File: config.mk
export PLATFORM = sky130hd
export DESIGN_NAME = i8008_top
export DESIGN_NICKNAME = d
export VERILOG_FILES = /design/src/i8008_pkg.sv /design/src/i8008_ifs.sv /design/src/i8008_top.sv /design/src/i8008_sequencer.sv /design/src/i8008_flow.sv /design/src/i8008_alu.sv
export VERILOG_INCLUDE_DIRS = /design/src
export SDC_FILE = /design/constraint.sdc
export NUM_CORES = 1
export LEC_CHECK = 0
export BUFFER_PORTS_ARGS = -buffer_cell sky130_fd_sc_hd__buf_2
export CAP_MARGIN = 20
export CORE_UTILIZATION = 40
export CTS_CLUSTER_SIZE = 20
export DETAILED_ROUTE_END_ITERATION = 10
export HOLD_SLACK_MARGIN = 0.06
export SLEW_MARGIN = 20
export SYNTH_ARGS = -nofsm -noshare
export SYNTH_HDL_FRONTEND = slang
export SYNTH_HIERARCHICAL = 1
export SYNTH_SLANG_ARGS = --single-unit
File: constraint.sdc
create_clock -name raw_clk -period 12.1 [get_ports raw_clk]
set_input_delay 2.42 -clock raw_clk [delete_from_list [all_inputs] [get_ports raw_clk]]
set_output_delay 2.42 -clock raw_clk [all_outputs]
set_load 0.005 [all_outputs]
File: src/i8008_cfg.svh
////////////////////////////////////////////////////////////////////////////
// Configuration macros for the 8008 core.
// Bus widths, stack depth, reset vector and register field codes.
////////////////////////////////////////////////////////////////////////////

`ifndef I8008_CFG_SVH
`define I8008_CFG_SVH

// Data bus, address bus and program counter widths.
`define I8008_DATA_W 8
`define I8008_ADDR_W 16
`define I8008_PC_W 14

// Depth of the return address stack.
`define I8008_STACK_DEPTH 8

// First opcode fetch address after reset.
`define I8008_RESET_PC 0

// Register field codes. Code M selects the byte at HL.
`define I8008_REG_A 0
`define I8008_REG_H 5
`define I8008_REG_L 6
`define I8008_REG_M 7

`endif
File: src/i8008_pkg.sv
////////////////////////////////////////////////////////////////////////////
// Shared types of the 8008 core.
// Sequencer states, ALU operations, condition codes, flags and groups.
////////////////////////////////////////////////////////////////////////////

package i8008_pkg;

  // Sequencer states.
  typedef enum logic [4:0] {
    S_FETCH_OP,
    S_DECODE,
    S_FETCH_LO,
    S_FETCH_HI,
    S_FETCH_IM,
    S_MEM_RD,
    S_MEM_WR,
    S_CALL_PUSH,
    S_HALTED
  } seq_state_t;

  // The first eight follow the opcode field order.
  typedef enum logic [3:0] {
    ALU_ADD, ALU_ADC, ALU_SUB, ALU_SBB,
    ALU_ANA, ALU_XRA, ALU_ORA, ALU_CMP,
    ALU_INR, ALU_DCR,
    ALU_RLC, ALU_RRC, ALU_RAL, ALU_RAR
  } alu_op_t;

  // Condition codes in encoding order.
  typedef enum logic [2:0] {
    COND_NC, COND_NZ, COND_P, COND_PO,
    COND_C, COND_Z, COND_M, COND_PE
  } cond_t;

  typedef struct packed {
    logic carry;
    logic zero;
    logic sign;
    logic parity;
  } flags_t;

  // Top two opcode bits.
  typedef enum logic [1:0] {
    GRP_MISC = 2'b00,
    GRP_FLOW = 2'b01,
    GRP_ALU  = 2'b10,
    GRP_MOV  = 2'b11
  } instr_group_t;

endpackage

File: src/i8008_ifs.sv
////////////////////////////////////////////////////////////////////////////
// Internal interfaces of the 8008 core.
// alu_if carries operands and results, flow_if the branch and stack signals.
////////////////////////////////////////////////////////////////////////////

`include "i8008_cfg.svh"

interface alu_if
  import i8008_pkg::*;
();
  logic [`I8008_DATA_W-1:0] op_a;
  logic [`I8008_DATA_W-1:0] op_b;
  alu_op_t                  op;
  logic                     carry_in;
  logic [`I8008_DATA_W-1:0] result;
  flags_t                   flags_out;

  modport seq (output op_a, op_b, op, carry_in, input result, flags_out);
  modport alu (input op_a, op_b, op, carry_in, output result, flags_out);
endinterface

interface flow_if
  import i8008_pkg::*;
();
  cond_t                  cond;
  flags_t                 flags;
  logic                   push;
  logic                   pop;
  logic [`I8008_PC_W-1:0] push_addr;
  logic                   taken;
  logic [`I8008_PC_W-1:0] top_addr;

  modport seq (output cond, flags, push, pop, push_addr, input taken, top_addr);
  modport flow (input cond, flags, push, pop, push_addr, output taken, top_addr);
endinterface

File: src/i8008_top.sv
////////////////////////////////////////////////////////////////////////////
// Top level of the 8008 soft processor.
// Sequencer, ALU and flow unit behind a Wishbone classic master port.
////////////////////////////////////////////////////////////////////////////

`include "i8008_cfg.svh"

module i8008_top (
  input  logic                     raw_clk,
  input  logic                     button_reset,
  output logic                     wb_cyc,
  output logic                     wb_stb,
  output logic                     wb_we,
  output logic [`I8008_ADDR_W-1:0] wb_adr,
  output logic [`I8008_DATA_W-1:0] wb_dat_o,
  input  logic [`I8008_DATA_W-1:0] wb_dat_i,
  input  logic                     wb_ack,
  output logic                     halted
);

  alu_if  alu_bus ();
  flow_if flow_bus ();

  i8008_sequencer seq_i (
    .raw_clk      (raw_clk),
    .button_reset (button_reset),
    .alu          (alu_bus.seq),
    .flow         (flow_bus.seq),
    .wb_cyc       (wb_cyc),
    .wb_stb       (wb_stb),
    .wb_we        (wb_we),
    .wb_adr       (wb_adr),
    .wb_dat_o     (wb_dat_o),
    .wb_dat_i     (wb_dat_i),
    .wb_ack       (wb_ack),
    .halted       (halted)
  );

  i8008_alu alu_i (
    .alu (alu_bus.alu)
  );

  i8008_flow flow_i (
    .raw_clk      (raw_clk),
    .button_reset (button_reset),
    .flow         (flow_bus.flow)
  );

endmodule

File: src/i8008_sequencer.sv
////////////////////////////////////////////////////////////////////////////
// Sequencer of the 8008 core.
// Fetch and decode FSM, register file, flags, PC and Wishbone master.
////////////////////////////////////////////////////////////////////////////

`include "i8008_cfg.svh"

module i8008_sequencer
  import i8008_pkg::*;
(
  input  logic                     raw_clk,
  input  logic                     button_reset,
  alu_if.seq                       alu,
  flow_if.seq                      flow,
  output logic                     wb_cyc,
  output logic                     wb_stb,
  output logic                     wb_we,
  output logic [`I8008_ADDR_W-1:0] wb_adr,
  output logic [`I8008_DATA_W-1:0] wb_dat_o,
  input  logic [`I8008_DATA_W-1:0] wb_dat_i,
  input  logic                     wb_ack,
  output logic                     halted
);

  localparam int W  = `I8008_DATA_W;
  localparam int AW = `I8008_ADDR_W;
  localparam int PW = `I8008_PC_W;
  localparam logic [PW-1:0] RESET_PC = `I8008_RESET_PC;
  localparam logic [2:0] REG_M = `I8008_REG_M;

  seq_state_t state;
  logic [PW-1:0] pc;
  logic [W-1:0] ir;
  logic [PW-1:0] arg;
  logic [W-1:0] regs [7];
  flags_t flags;

  instr_group_t grp;
  logic [2:0] dst;
  logic [2:0] src;
  logic [AW-1:0] hl;
  logic go;
  logic bus_state;
  logic bus_done;
  logic bus_we;
  logic [AW-1:0] bus_adr;
  logic [W-1:0] bus_dat;

  assign grp = instr_group_t'(ir[7:6]);
  assign dst = ir[5:3];
  assign src = ir[2:0];
  assign hl = {regs[`I8008_REG_H], regs[`I8008_REG_L]};

  // Opcode bit 2 marks the unconditional JMP, CALL and RET forms.
  assign go = src[2] | flow.taken;
  assign bus_done = wb_cyc & wb_ack;
  assign wb_stb = wb_cyc;
  assign halted = (state == S_HALTED);

  // Address and data of the transfer each bus state needs.
  always_comb begin
    bus_state = 1'b1;
    bus_we = 1'b0;
    bus_adr = {{(AW-PW){1'b0}}, pc};
    bus_dat = arg[W-1:0];
    case (state)
      S_FETCH_OP, S_FETCH_LO, S_FETCH_HI, S_FETCH_IM: ;
      S_MEM_RD: bus_adr = hl;
      S_MEM_WR: begin
        bus_we = 1'b1;
        bus_adr = hl;
        // MOV M,r stores a register, MVI M the latched immediate.
        if (grp == GRP_MOV) begin
          bus_dat = regs[src];
        end
      end
      default: bus_state = 1'b0;
    endcase
  end

  // ALU operands. Memory and immediate operands come straight off the bus.
  always_comb begin
    alu.op_a = regs[`I8008_REG_A];
    alu.op_b = regs[src];
    alu.carry_in = flags.carry;
    alu.op = alu_op_t'({1'b0, dst});
    if (state == S_FETCH_IM || state == S_MEM_RD) begin
      alu.op_b = wb_dat_i;
    end
    if (grp == GRP_MISC && src == 3'b000) begin
      alu.op = ALU_INR;
      alu.op_a = regs[dst];
    end else if (grp == GRP_MISC && src == 3'b001) begin
      alu.op = ALU_DCR;
      alu.op_a = regs[dst];
    end else if (grp == GRP_MISC && src == 3'b010) begin
      case (dst[1:0])
        2'b00:   alu.op = ALU_RLC;
        2'b01:   alu.op = ALU_RRC;
        2'b10:   alu.op = ALU_RAL;
        default: alu.op = ALU_RAR;
      endcase
    end
  end

  assign flow.cond = cond_t'(dst);
  assign flow.flags = flags;
  assign flow.push = (state == S_CALL_PUSH);
  assign flow.push_addr = pc;
  assign flow.pop = (state == S_DECODE) && (grp == GRP_MISC) && (src[1:0] == 2'b11) && go;

  task automatic alu_writeback();
    // CMP and CPI only set the flags.
    if (alu.op != ALU_CMP) begin
      regs[`I8008_REG_A] <= alu.result;
    end
    flags <= alu.flags_out;
  endtask

  always_ff @(posedge raw_clk) begin
    if (!button_reset) begin
      state <= S_FETCH_OP;
      pc <= RESET_PC;
      flags <= '0;
      wb_cyc <= 1'b0;
      wb_we <= 1'b0;
    end else begin
      // One transfer at a time, dropped in the cycle after ack.
      if (bus_state && !wb_cyc) begin
        wb_cyc <= 1'b1;
        wb_we <= bus_we;
        wb_adr <= bus_adr;
        wb_dat_o <= bus_dat;
      end else if (bus_done) begin
        wb_cyc <= 1'b0;
        wb_we <= 1'b0;
      end

      case (state)
        S_FETCH_OP: begin
          if (bus_done) begin
            ir <= wb_dat_i;
            pc <= pc + 1'b1;
            state <= S_DECODE;
          end
        end
        S_DECODE: begin
          state <= S_FETCH_OP;
          case (grp)
            GRP_MISC: begin
              case (src)
                3'b000, 3'b001: begin
                  // Code 0 with INR or DCR is HLT, code M is undefined.
                  if (dst == 3'd0 || dst == REG_M) begin
                    state <= S_HALTED;
                  end else begin
                    regs[dst] <= alu.result;
                    flags <= alu.flags_out;
                  end
                end
                3'b010: begin
                  if (dst[2]) begin
                    state <= S_HALTED;
                  end else begin
                    regs[`I8008_REG_A] <= alu.result;
                    flags.carry <= alu.flags_out.carry;
                  end
                end
                3'b011, 3'b111: begin
                  if (go) begin
                    pc <= flow.top_addr;
                  end
                end
                3'b100, 3'b110: state <= S_FETCH_IM;
                default: state <= S_HALTED;
              endcase
            end
            // Odd source codes are IN and OUT, not supported here.
            GRP_FLOW: state <= src[0] ? S_HALTED : S_FETCH_LO;
            GRP_ALU: begin
              if (src == REG_M) begin
                state <= S_MEM_RD;
              end else begin
                alu_writeback();
              end
            end
            default: begin
              if (dst == REG_M && src == REG_M) begin
                state <= S_HALTED;
              end else if (dst == REG_M) begin
                state <= S_MEM_WR;
              end else if (src == REG_M) begin
                state <= S_MEM_RD;
              end else begin
                regs[dst] <= regs[src];
              end
            end
          endcase
        end
        S_FETCH_LO: begin
          if (bus_done) begin
            arg[W-1:0] <= wb_dat_i;
            pc <= pc + 1'b1;
            state <= S_FETCH_HI;
          end
        end
        S_FETCH_HI: begin
          if (bus_done) begin
            arg[PW-1:W] <= wb_dat_i[PW-W-1:0];
            state <= S_FETCH_OP;
            if (go && src[1]) begin
              pc <= pc + 1'b1;
              state <= S_CALL_PUSH;
            end else if (go) begin
              pc <= {wb_dat_i[PW-W-1:0], arg[W-1:0]};
            end else begin
              pc <= pc + 1'b1;
            end
          end
        end
        // Return address goes on the stack while the PC takes the target.
        S_CALL_PUSH: begin
          pc <= arg;
          state <= S_FETCH_OP;
        end
        S_FETCH_IM: begin
          if (bus_done) begin
            pc <= pc + 1'b1;
            state <= S_FETCH_OP;
            if (src == 3'b100) begin
              alu_writeback();
            end else if (dst == REG_M) begin
              arg[W-1:0] <= wb_dat_i;
              state <= S_MEM_WR;
            end else begin
              regs[dst] <= wb_dat_i;
            end
          end
        end
        S_MEM_RD: begin
          if (bus_done) begin
            if (grp == GRP_ALU) begin
              alu_writeback();
            end else begin
              regs[dst] <= wb_dat_i;
            end
            state <= S_FETCH_OP;
          end
        end
        S_MEM_WR: begin
          if (bus_done) begin
            state <= S_FETCH_OP;
          end
        end
        // Halted until reset.
        default: state <= S_HALTED;
      endcase
    end
  end

endmodule

File: src/i8008_flow.sv
////////////////////////////////////////////////////////////////////////////
// Flow unit of the 8008 core.
// Condition test against the flags and the return address stack.
////////////////////////////////////////////////////////////////////////////

`include "i8008_cfg.svh"

module i8008_flow
  import i8008_pkg::*;
(
  input logic  raw_clk,
  input logic  button_reset,
  flow_if.flow flow
);

  localparam int PTR_W = $clog2(`I8008_STACK_DEPTH);

  logic [`I8008_PC_W-1:0] stack [`I8008_STACK_DEPTH];
  logic [PTR_W-1:0] sp;
  logic flag_val;

  // Stack pointer wraps in both directions.
  always_ff @(posedge raw_clk) begin
    if (!button_reset) begin
      sp <= '0;
    end else if (flow.push) begin
      sp <= sp + 1'b1;
    end else if (flow.pop) begin
      sp <= sp - 1'b1;
    end
  end

  always_ff @(posedge raw_clk) begin
    if (flow.push) begin
      stack[sp] <= flow.push_addr;
    end
  end

  // Most recent return address.
  assign flow.top_addr = stack[sp - 1'b1];

  // Low two code bits pick the flag under test.
  always_comb begin
    case (flow.cond)
      COND_NC, COND_C: flag_val = flow.flags.carry;
      COND_NZ, COND_Z: flag_val = flow.flags.zero;
      COND_P, COND_M:  flag_val = flow.flags.sign;
      default:         flag_val = flow.flags.parity;
    endcase
  end

  // Codes 4 to 7 are taken on a set flag, codes 0 to 3 on a clear one.
  assign flow.taken = (flag_val == flow.cond[2]);

endmodule

File: src/i8008_alu.sv
////////////////////////////////////////////////////////////////////////////
// Combinational ALU of the 8008 core.
// Add, subtract, logic, increment, decrement and rotates with flag outputs.
////////////////////////////////////////////////////////////////////////////

`include "i8008_cfg.svh"

module i8008_alu
  import i8008_pkg::*;
(
  alu_if.alu alu
);

  localparam int W = `I8008_DATA_W;
  localparam logic [W-1:0] ONE = 1;

  // Bit W is the carry, or the borrow for subtraction.
  logic [W:0] wide;
  logic [W-1:0] a;
  logic [W-1:0] b;
  logic cin;

  assign a = alu.op_a;
  assign b = alu.op_b;
  assign cin = alu.carry_in;

  always_comb begin
    case (alu.op)
      ALU_ADD: begin
        wide = {1'b0, a} + {1'b0, b};
      end
      ALU_ADC: begin
        wide = {1'b0, a} + {1'b0, b} + {{W{1'b0}}, cin};
      end
      ALU_SUB, ALU_CMP: begin
        wide = {1'b0, a} - {1'b0, b};
      end
      ALU_SBB: begin
        wide = {1'b0, a} - {1'b0, b} - {{W{1'b0}}, cin};
      end
      // Logic operations clear the carry.
      ALU_ANA: wide = {1'b0, a & b};
      ALU_XRA: wide = {1'b0, a ^ b};
      ALU_ORA: wide = {1'b0, a | b};
      // INR and DCR pass the incoming carry through.
      ALU_INR: wide = {cin, a + ONE};
      ALU_DCR: wide = {cin, a - ONE};
      ALU_RLC: begin
        wide = {a[W-1], a[W-2:0], a[W-1]};
      end
      ALU_RRC: begin
        wide = {a[0], a[0], a[W-1:1]};
      end
      ALU_RAL: begin
        wide = {a[W-1], a[W-2:0], cin};
      end
      ALU_RAR: begin
        wide = {a[0], cin, a[W-1:1]};
      end
      default: begin
        wide = {cin, a};
      end
    endcase
  end

  assign alu.result = wide[W-1:0];

  // Parity flag is set for an even number of ones.
  assign alu.flags_out.carry  = wide[W];
  assign alu.flags_out.zero   = ~|wide[W-1:0];
  assign alu.flags_out.sign   = wide[W-1];
  assign alu.flags_out.parity = ~^wide[W-1:0];

endmodule

* Word-level counts from Yosys, hierarchy flattened
Memory sizes are Yosys's and may differ from the RTL's. Index checks and enable logic that the tools add are counted.
Operators by class: add/subtract/negate cells 9, order comparisons 3, equal/unequal tests 72, mux-type cells 92, bitwise operators 7, reductions and logical operators 48
Operators with widths (number):
- two-way mux 56 bit | 7
- bitwise mux 56 bit | 3
- one-hot mux 56 bit (3 select lines) | 1
- two-way mux 8 bit | 19
- two-way mux 48 bit | 3
- one-hot mux 9 bit (13 select lines) | 1
- two-way mux 14 bit | 8
- one-hot mux 48 bit (2 select lines) | 1
- one-hot mux 14 bit (4 select lines) | 1
- binary-select mux 8 bit (select 3 bit) | 2
- two-way mux 4 bit | 12
- two-way mux 5 bit | 8
- one-hot mux 5 bit (7 select lines) | 1
- one-hot mux 8 bit (2 select lines) | 2
- AND reduction 13 bit | 2
- demux 8 bit (select 3 bit) | 1
- == test 4 bit (second input constant) | 6
- one-hot mux 8 bit (3 select lines) | 1
- == test 3 bit (second input constant) | 7
- == test 5 x 3 -> 1 bit (second input constant) | 4
- one-hot mux 5 bit (4 select lines) | 1
- two-way mux 3 bit | 6
- != test 2 x 1 -> 1 bit (second input constant) | 9
- != test 2 bit (second input constant) | 9
- other kinds (60) | 116
Storage, ports and cells: flip-flop bits (word level) 130, bits in writable memories 112, bits of input ports 11, output and inout port bits 28, word-level logic and storage cells 254, memories kept 1
Memories:
- flow_i.stack | depth 8, width 14, rd ports 1, clocked after Yosys merged registers in 0, write ports 1, line i8008_flow.sv:18 | logic [`I8008_PC_W-1:0] stack [`I8008_STACK_DEPTH];

* Logic depth before layout (Yosys ltp)
depth after elaboration 15, depth in mapped cells 23

* Hierarchy
Netlist, hierarchy kept.
Modules (own cells, without submodules):
- i8008_sequencer | times used 1, cells an instance 802, area each 8096.5 sq um, seq. area each 3543.4 sq um
- i8008_flow | times used 1, cells an instance 293, area each 4707.0 sq um, seq. area each 3423.3 sq um
- i8008_alu | times used 1, cells an instance 370, area each 2653.8 sq um, seq. area each 0.0 sq um

* Least setup slack after synthesis
No wires, ideal clock.
path kind in2reg, start point in wb_dat_i[1], end point reg (tool-made name), data arrival time 5752 ps, data required time 11825 ps, setup slack 6073 ps, stages on the path 16, cell sequence clkbuf_1 > inv_1 > a21oi_1 > inv_1 > fa_1 > nand2b_1 > a21oi_1 > xor2_1 > and3_1 > and4_1 > nor3_2 > a211o_1 > buf_4 > mux2_2 > a221oi_1 > a22oi_1
RTL lines:
- start, declared | line i8008_top.sv:16 | input logic [`I8008_DATA_W-1:0] wb_dat_i,

==> metrics.txt <==
unrepaired setup endpoints after global routing=no; Final Hold Viols=0; final instance area=16830 um^2; CP peak stage delay=0.79 ns; dpl hpwl=32780 um; initial antenna violation count=0; Root Driver=clkbuf_16; residual DRC count=0; R2R setup slack=5.62 ns; worst setup path startpoint=seq_i/ir[6]$_DFFE_PP_; io pins=39; die area=39430 um^2; Worst IR Drop VDD=0.08507 mV; post-route ant nets=0; Main synth FF type=edfxtp_1; CTS Buf Count=25; 1st-pass router iterations=8; initial core utilization=40.85%; Post-CTS Setup Inserts=0; fin crit share=53.54%; Worst Reg-to-Reg Cells=18; Async SR Flop Fraction=0%; Seq cells post-synth=between 200 and 250; Syn. warnings=6; TNS Setup=0 ns; Ant. Diodes=0; DRT iter0 DRCs=1486; CTS Buffer Depth=3; setup ws final=around 5.6 ns; row count=71; gpl congestion=0.9253; Post-Syn Nets=1529; most frequent cells in the layout=edfxtp_1 (214), mux2i_1 (136), nand2_1 (109); number of distinct library cells after synthesis=96; Fmax=154.4 MHz; Num Clock Sinks=241; number of global-route vias before repair=approximately 11000; hold_buf cts=0; Power per Cell Area=153.8 nW/um^2; Critical Path AT=6.77 ns; Tightest Pin Transition=1.070 ns; register area share after synthesis=45.07%; critical path peak fanout=34; H-tree levels=1; total grt overflow=0; Critical Path Stages=18; Die Wd=198.6 um; first-pass GRT wire length=70990 um; TritonCTS clock tree=done; clock slew at reported path FFs=0.06 ns; Worst-Skew Late Latency=between 0.5 and 0.6 ns; Worst R2R Start=seq_i/ir[6]$_DFFE_PP_; Slew Viols, Final=0; Mean Syn Cell Area=10.55 um^2; CP Launch Type=register; max_cap viols=0; Mapped Area=15460 um^2; dpl ws=5.574 ns; commonest non-fill, non-tap cell in the layout=edfxtp_1; Post-synth EDFFs=214; global router's overall resource usage=between 20% and 30%; final net count=1514; placed insts=1934; HP Class=reg -> reg; LEAKAGE=between 5 and 6 nW; Period minus WS final=6.478 ns; Core ar.=approximately 38000 um^2; final std cells w/o fill=1978; endpoint class of the critical path=register; status=finished clean; Vias/cell=6.296; layout cells sized above 1=~12%; Layout area overhead=8.912%; PortBufs=38; Vias=~12000; CP Buf/Inv Count=3; WL per Instance=24.25 um; DP Area=16020 um^2; Worst Skew=0.01615 ns; Resized cells post-CTS=0; Die Height=approximately 200 um; largest net degree at the start of global routing=60; Synth top area share=41.57%; crit path cell chain=inv_1, ha_1, buf_4, nor3b_2, nand2_1, a22o_1, inv_1, ha_1, o21bai_1, a21o_1, xnor2_2, nand4_1, nor3_1, xor2_1, a211o_1, mux2_2, a221oi_1, a22oi_1; relative slew slack=28.36%; final WL=47970 um; Synth area leader=edfxtp_1; synth top area cells=edfxtp_1 (42%), mux2i_1 (8.8%), ha_1 (4.0%), dfxtp_1 (3.5%), nand3_1 (3.0%); Synth Instances=1465; worst path required time=about 12 ns; CP delay by family, top=compound AO/OA/AOI/OAI gates; final count of negative-setup-slack endpoints=0; slowest CP cell=nor3b_2; Setup Crit Path Kind=reg -> reg
-- how the worst min path moves through the flow --
stage / from / to / slack (ns) / depth (start not counted)
2_1_floorplan: seq_i/flow.flags[1]$_SDFFE_PN0P_ / seq_i/flow.flags[1]$_SDFFE_PN0P_ / 0.43 / 2
3_3_place_gp: seq_i/flow.flags[2]$_SDFFE_PN0P_ / seq_i/flow.flags[2]$_SDFFE_PN0P_ / 0.44 / 2
3_5_place_dp: seq_i/flow.flags[1]$_SDFFE_PN0P_ / seq_i/flow.flags[1]$_SDFFE_PN0P_ / 0.45 / 2
4_1_cts: seq_i/flow.flags[2]$_SDFFE_PN0P_ / seq_i/flow.flags[2]$_SDFFE_PN0P_ / 0.46 / 2
5_1_grt: seq_i/flow.flags[2]$_SDFFE_PN0P_ / seq_i/flow.flags[2]$_SDFFE_PN0P_ / 0.48 / 2
6_report: seq_i/flow.flags[2]$_SDFFE_PN0P_ / seq_i/flow.flags[2]$_SDFFE_PN0P_ / 0.46 / 2
-- layout make-up --
cell class | instances | area [um^2]
fillers | 3576 | 21010
multi-input cells | 1061 | 7784
flip-flops and latches | 241 | 6967
clock buffers | 31 | 658.1
well taps | 511 | 639.4
repair buffers | 73 | 452.9
inverters | 48 | 180.2
clock inverters | 13 | 153.9
-- cells by family after synthesis --
kind of cell             Yosys count  share of synthesized area [%]
AND/OR/NAND/NOR                  426                          14.13
adder cells (fa/ha/maj)           56                          4.630
XOR/XNOR                          36                          2.283
flip-flops                       241                          45.07
AO/OA/AOI/OAI                    373                          17.54
buffers and inverters            163                          4.816
multiplexers                     170                          11.53
-- Yosys cell counts (11+ instances only) --
library cell,number
a222oi_1,13
nand2b_1,14
edfxtp_1,214
nand2_1,110
o21ai_0,50
and4_1,18
nor3_1,21
ha_1,50
o22ai_1,56
nor2_1,79
a22oi_1,38
mux2i_1,136
o211ai_1,19
clkbuf_1,52
dfxtp_1,27
xnor2_1,23
a221oi_1,16
nand4_1,12
inv_1,45
buf_4,14
nand3b_1,11
nand3_1,92
a22o_1,18
a21oi_1,48
and2_1,11
buf_2,34
mux2_2,28
o21a_1,13
-- through the flow --
stage	utilization (%)	hold slack (ns)	power, mW
after floorplan	-	0.4315	1.581
after global placement	42.34	0.4419	1.798
after detailed placement	42.34	0.4462	1.806
after CTS	44.49	0.4579	2.588
after global routing	44.49	0.4842	2.690
final	44.49	0.4610	2.590
-- power breakdown --
| group | total [mW] | switching, mW | internal [mW] |
|---|---|---|---|
| Clock | 0.785 | 0.334 | 0.451 |
| Combinational | 0.745 | 0.461 | 0.283 |
| Sequential | 1.06 | 0.0762 | 0.984 |
| Total | 2.59 | 0.871 | 1.72 |
-- per-layer routing --
metal / track usage (%) / up-vias / part of all wire [%]
li1: - / 5614 / -
met1: 32.48 / 6216 / 43
met2: 39.17 / 535 / 47
met3: 3.069 / 89 / 6.7
met4: 7.179 / 0 / 2.5
met5: 0 / - / 0
-- tightest hold or removal path, stage by stage, from the launching register on --
cell     delay [ns]
dfxtp_1        0.31
nand2_1        0.05
mux2i_1        0.05
Note: power is estimated with default switching activity, not from simulation.
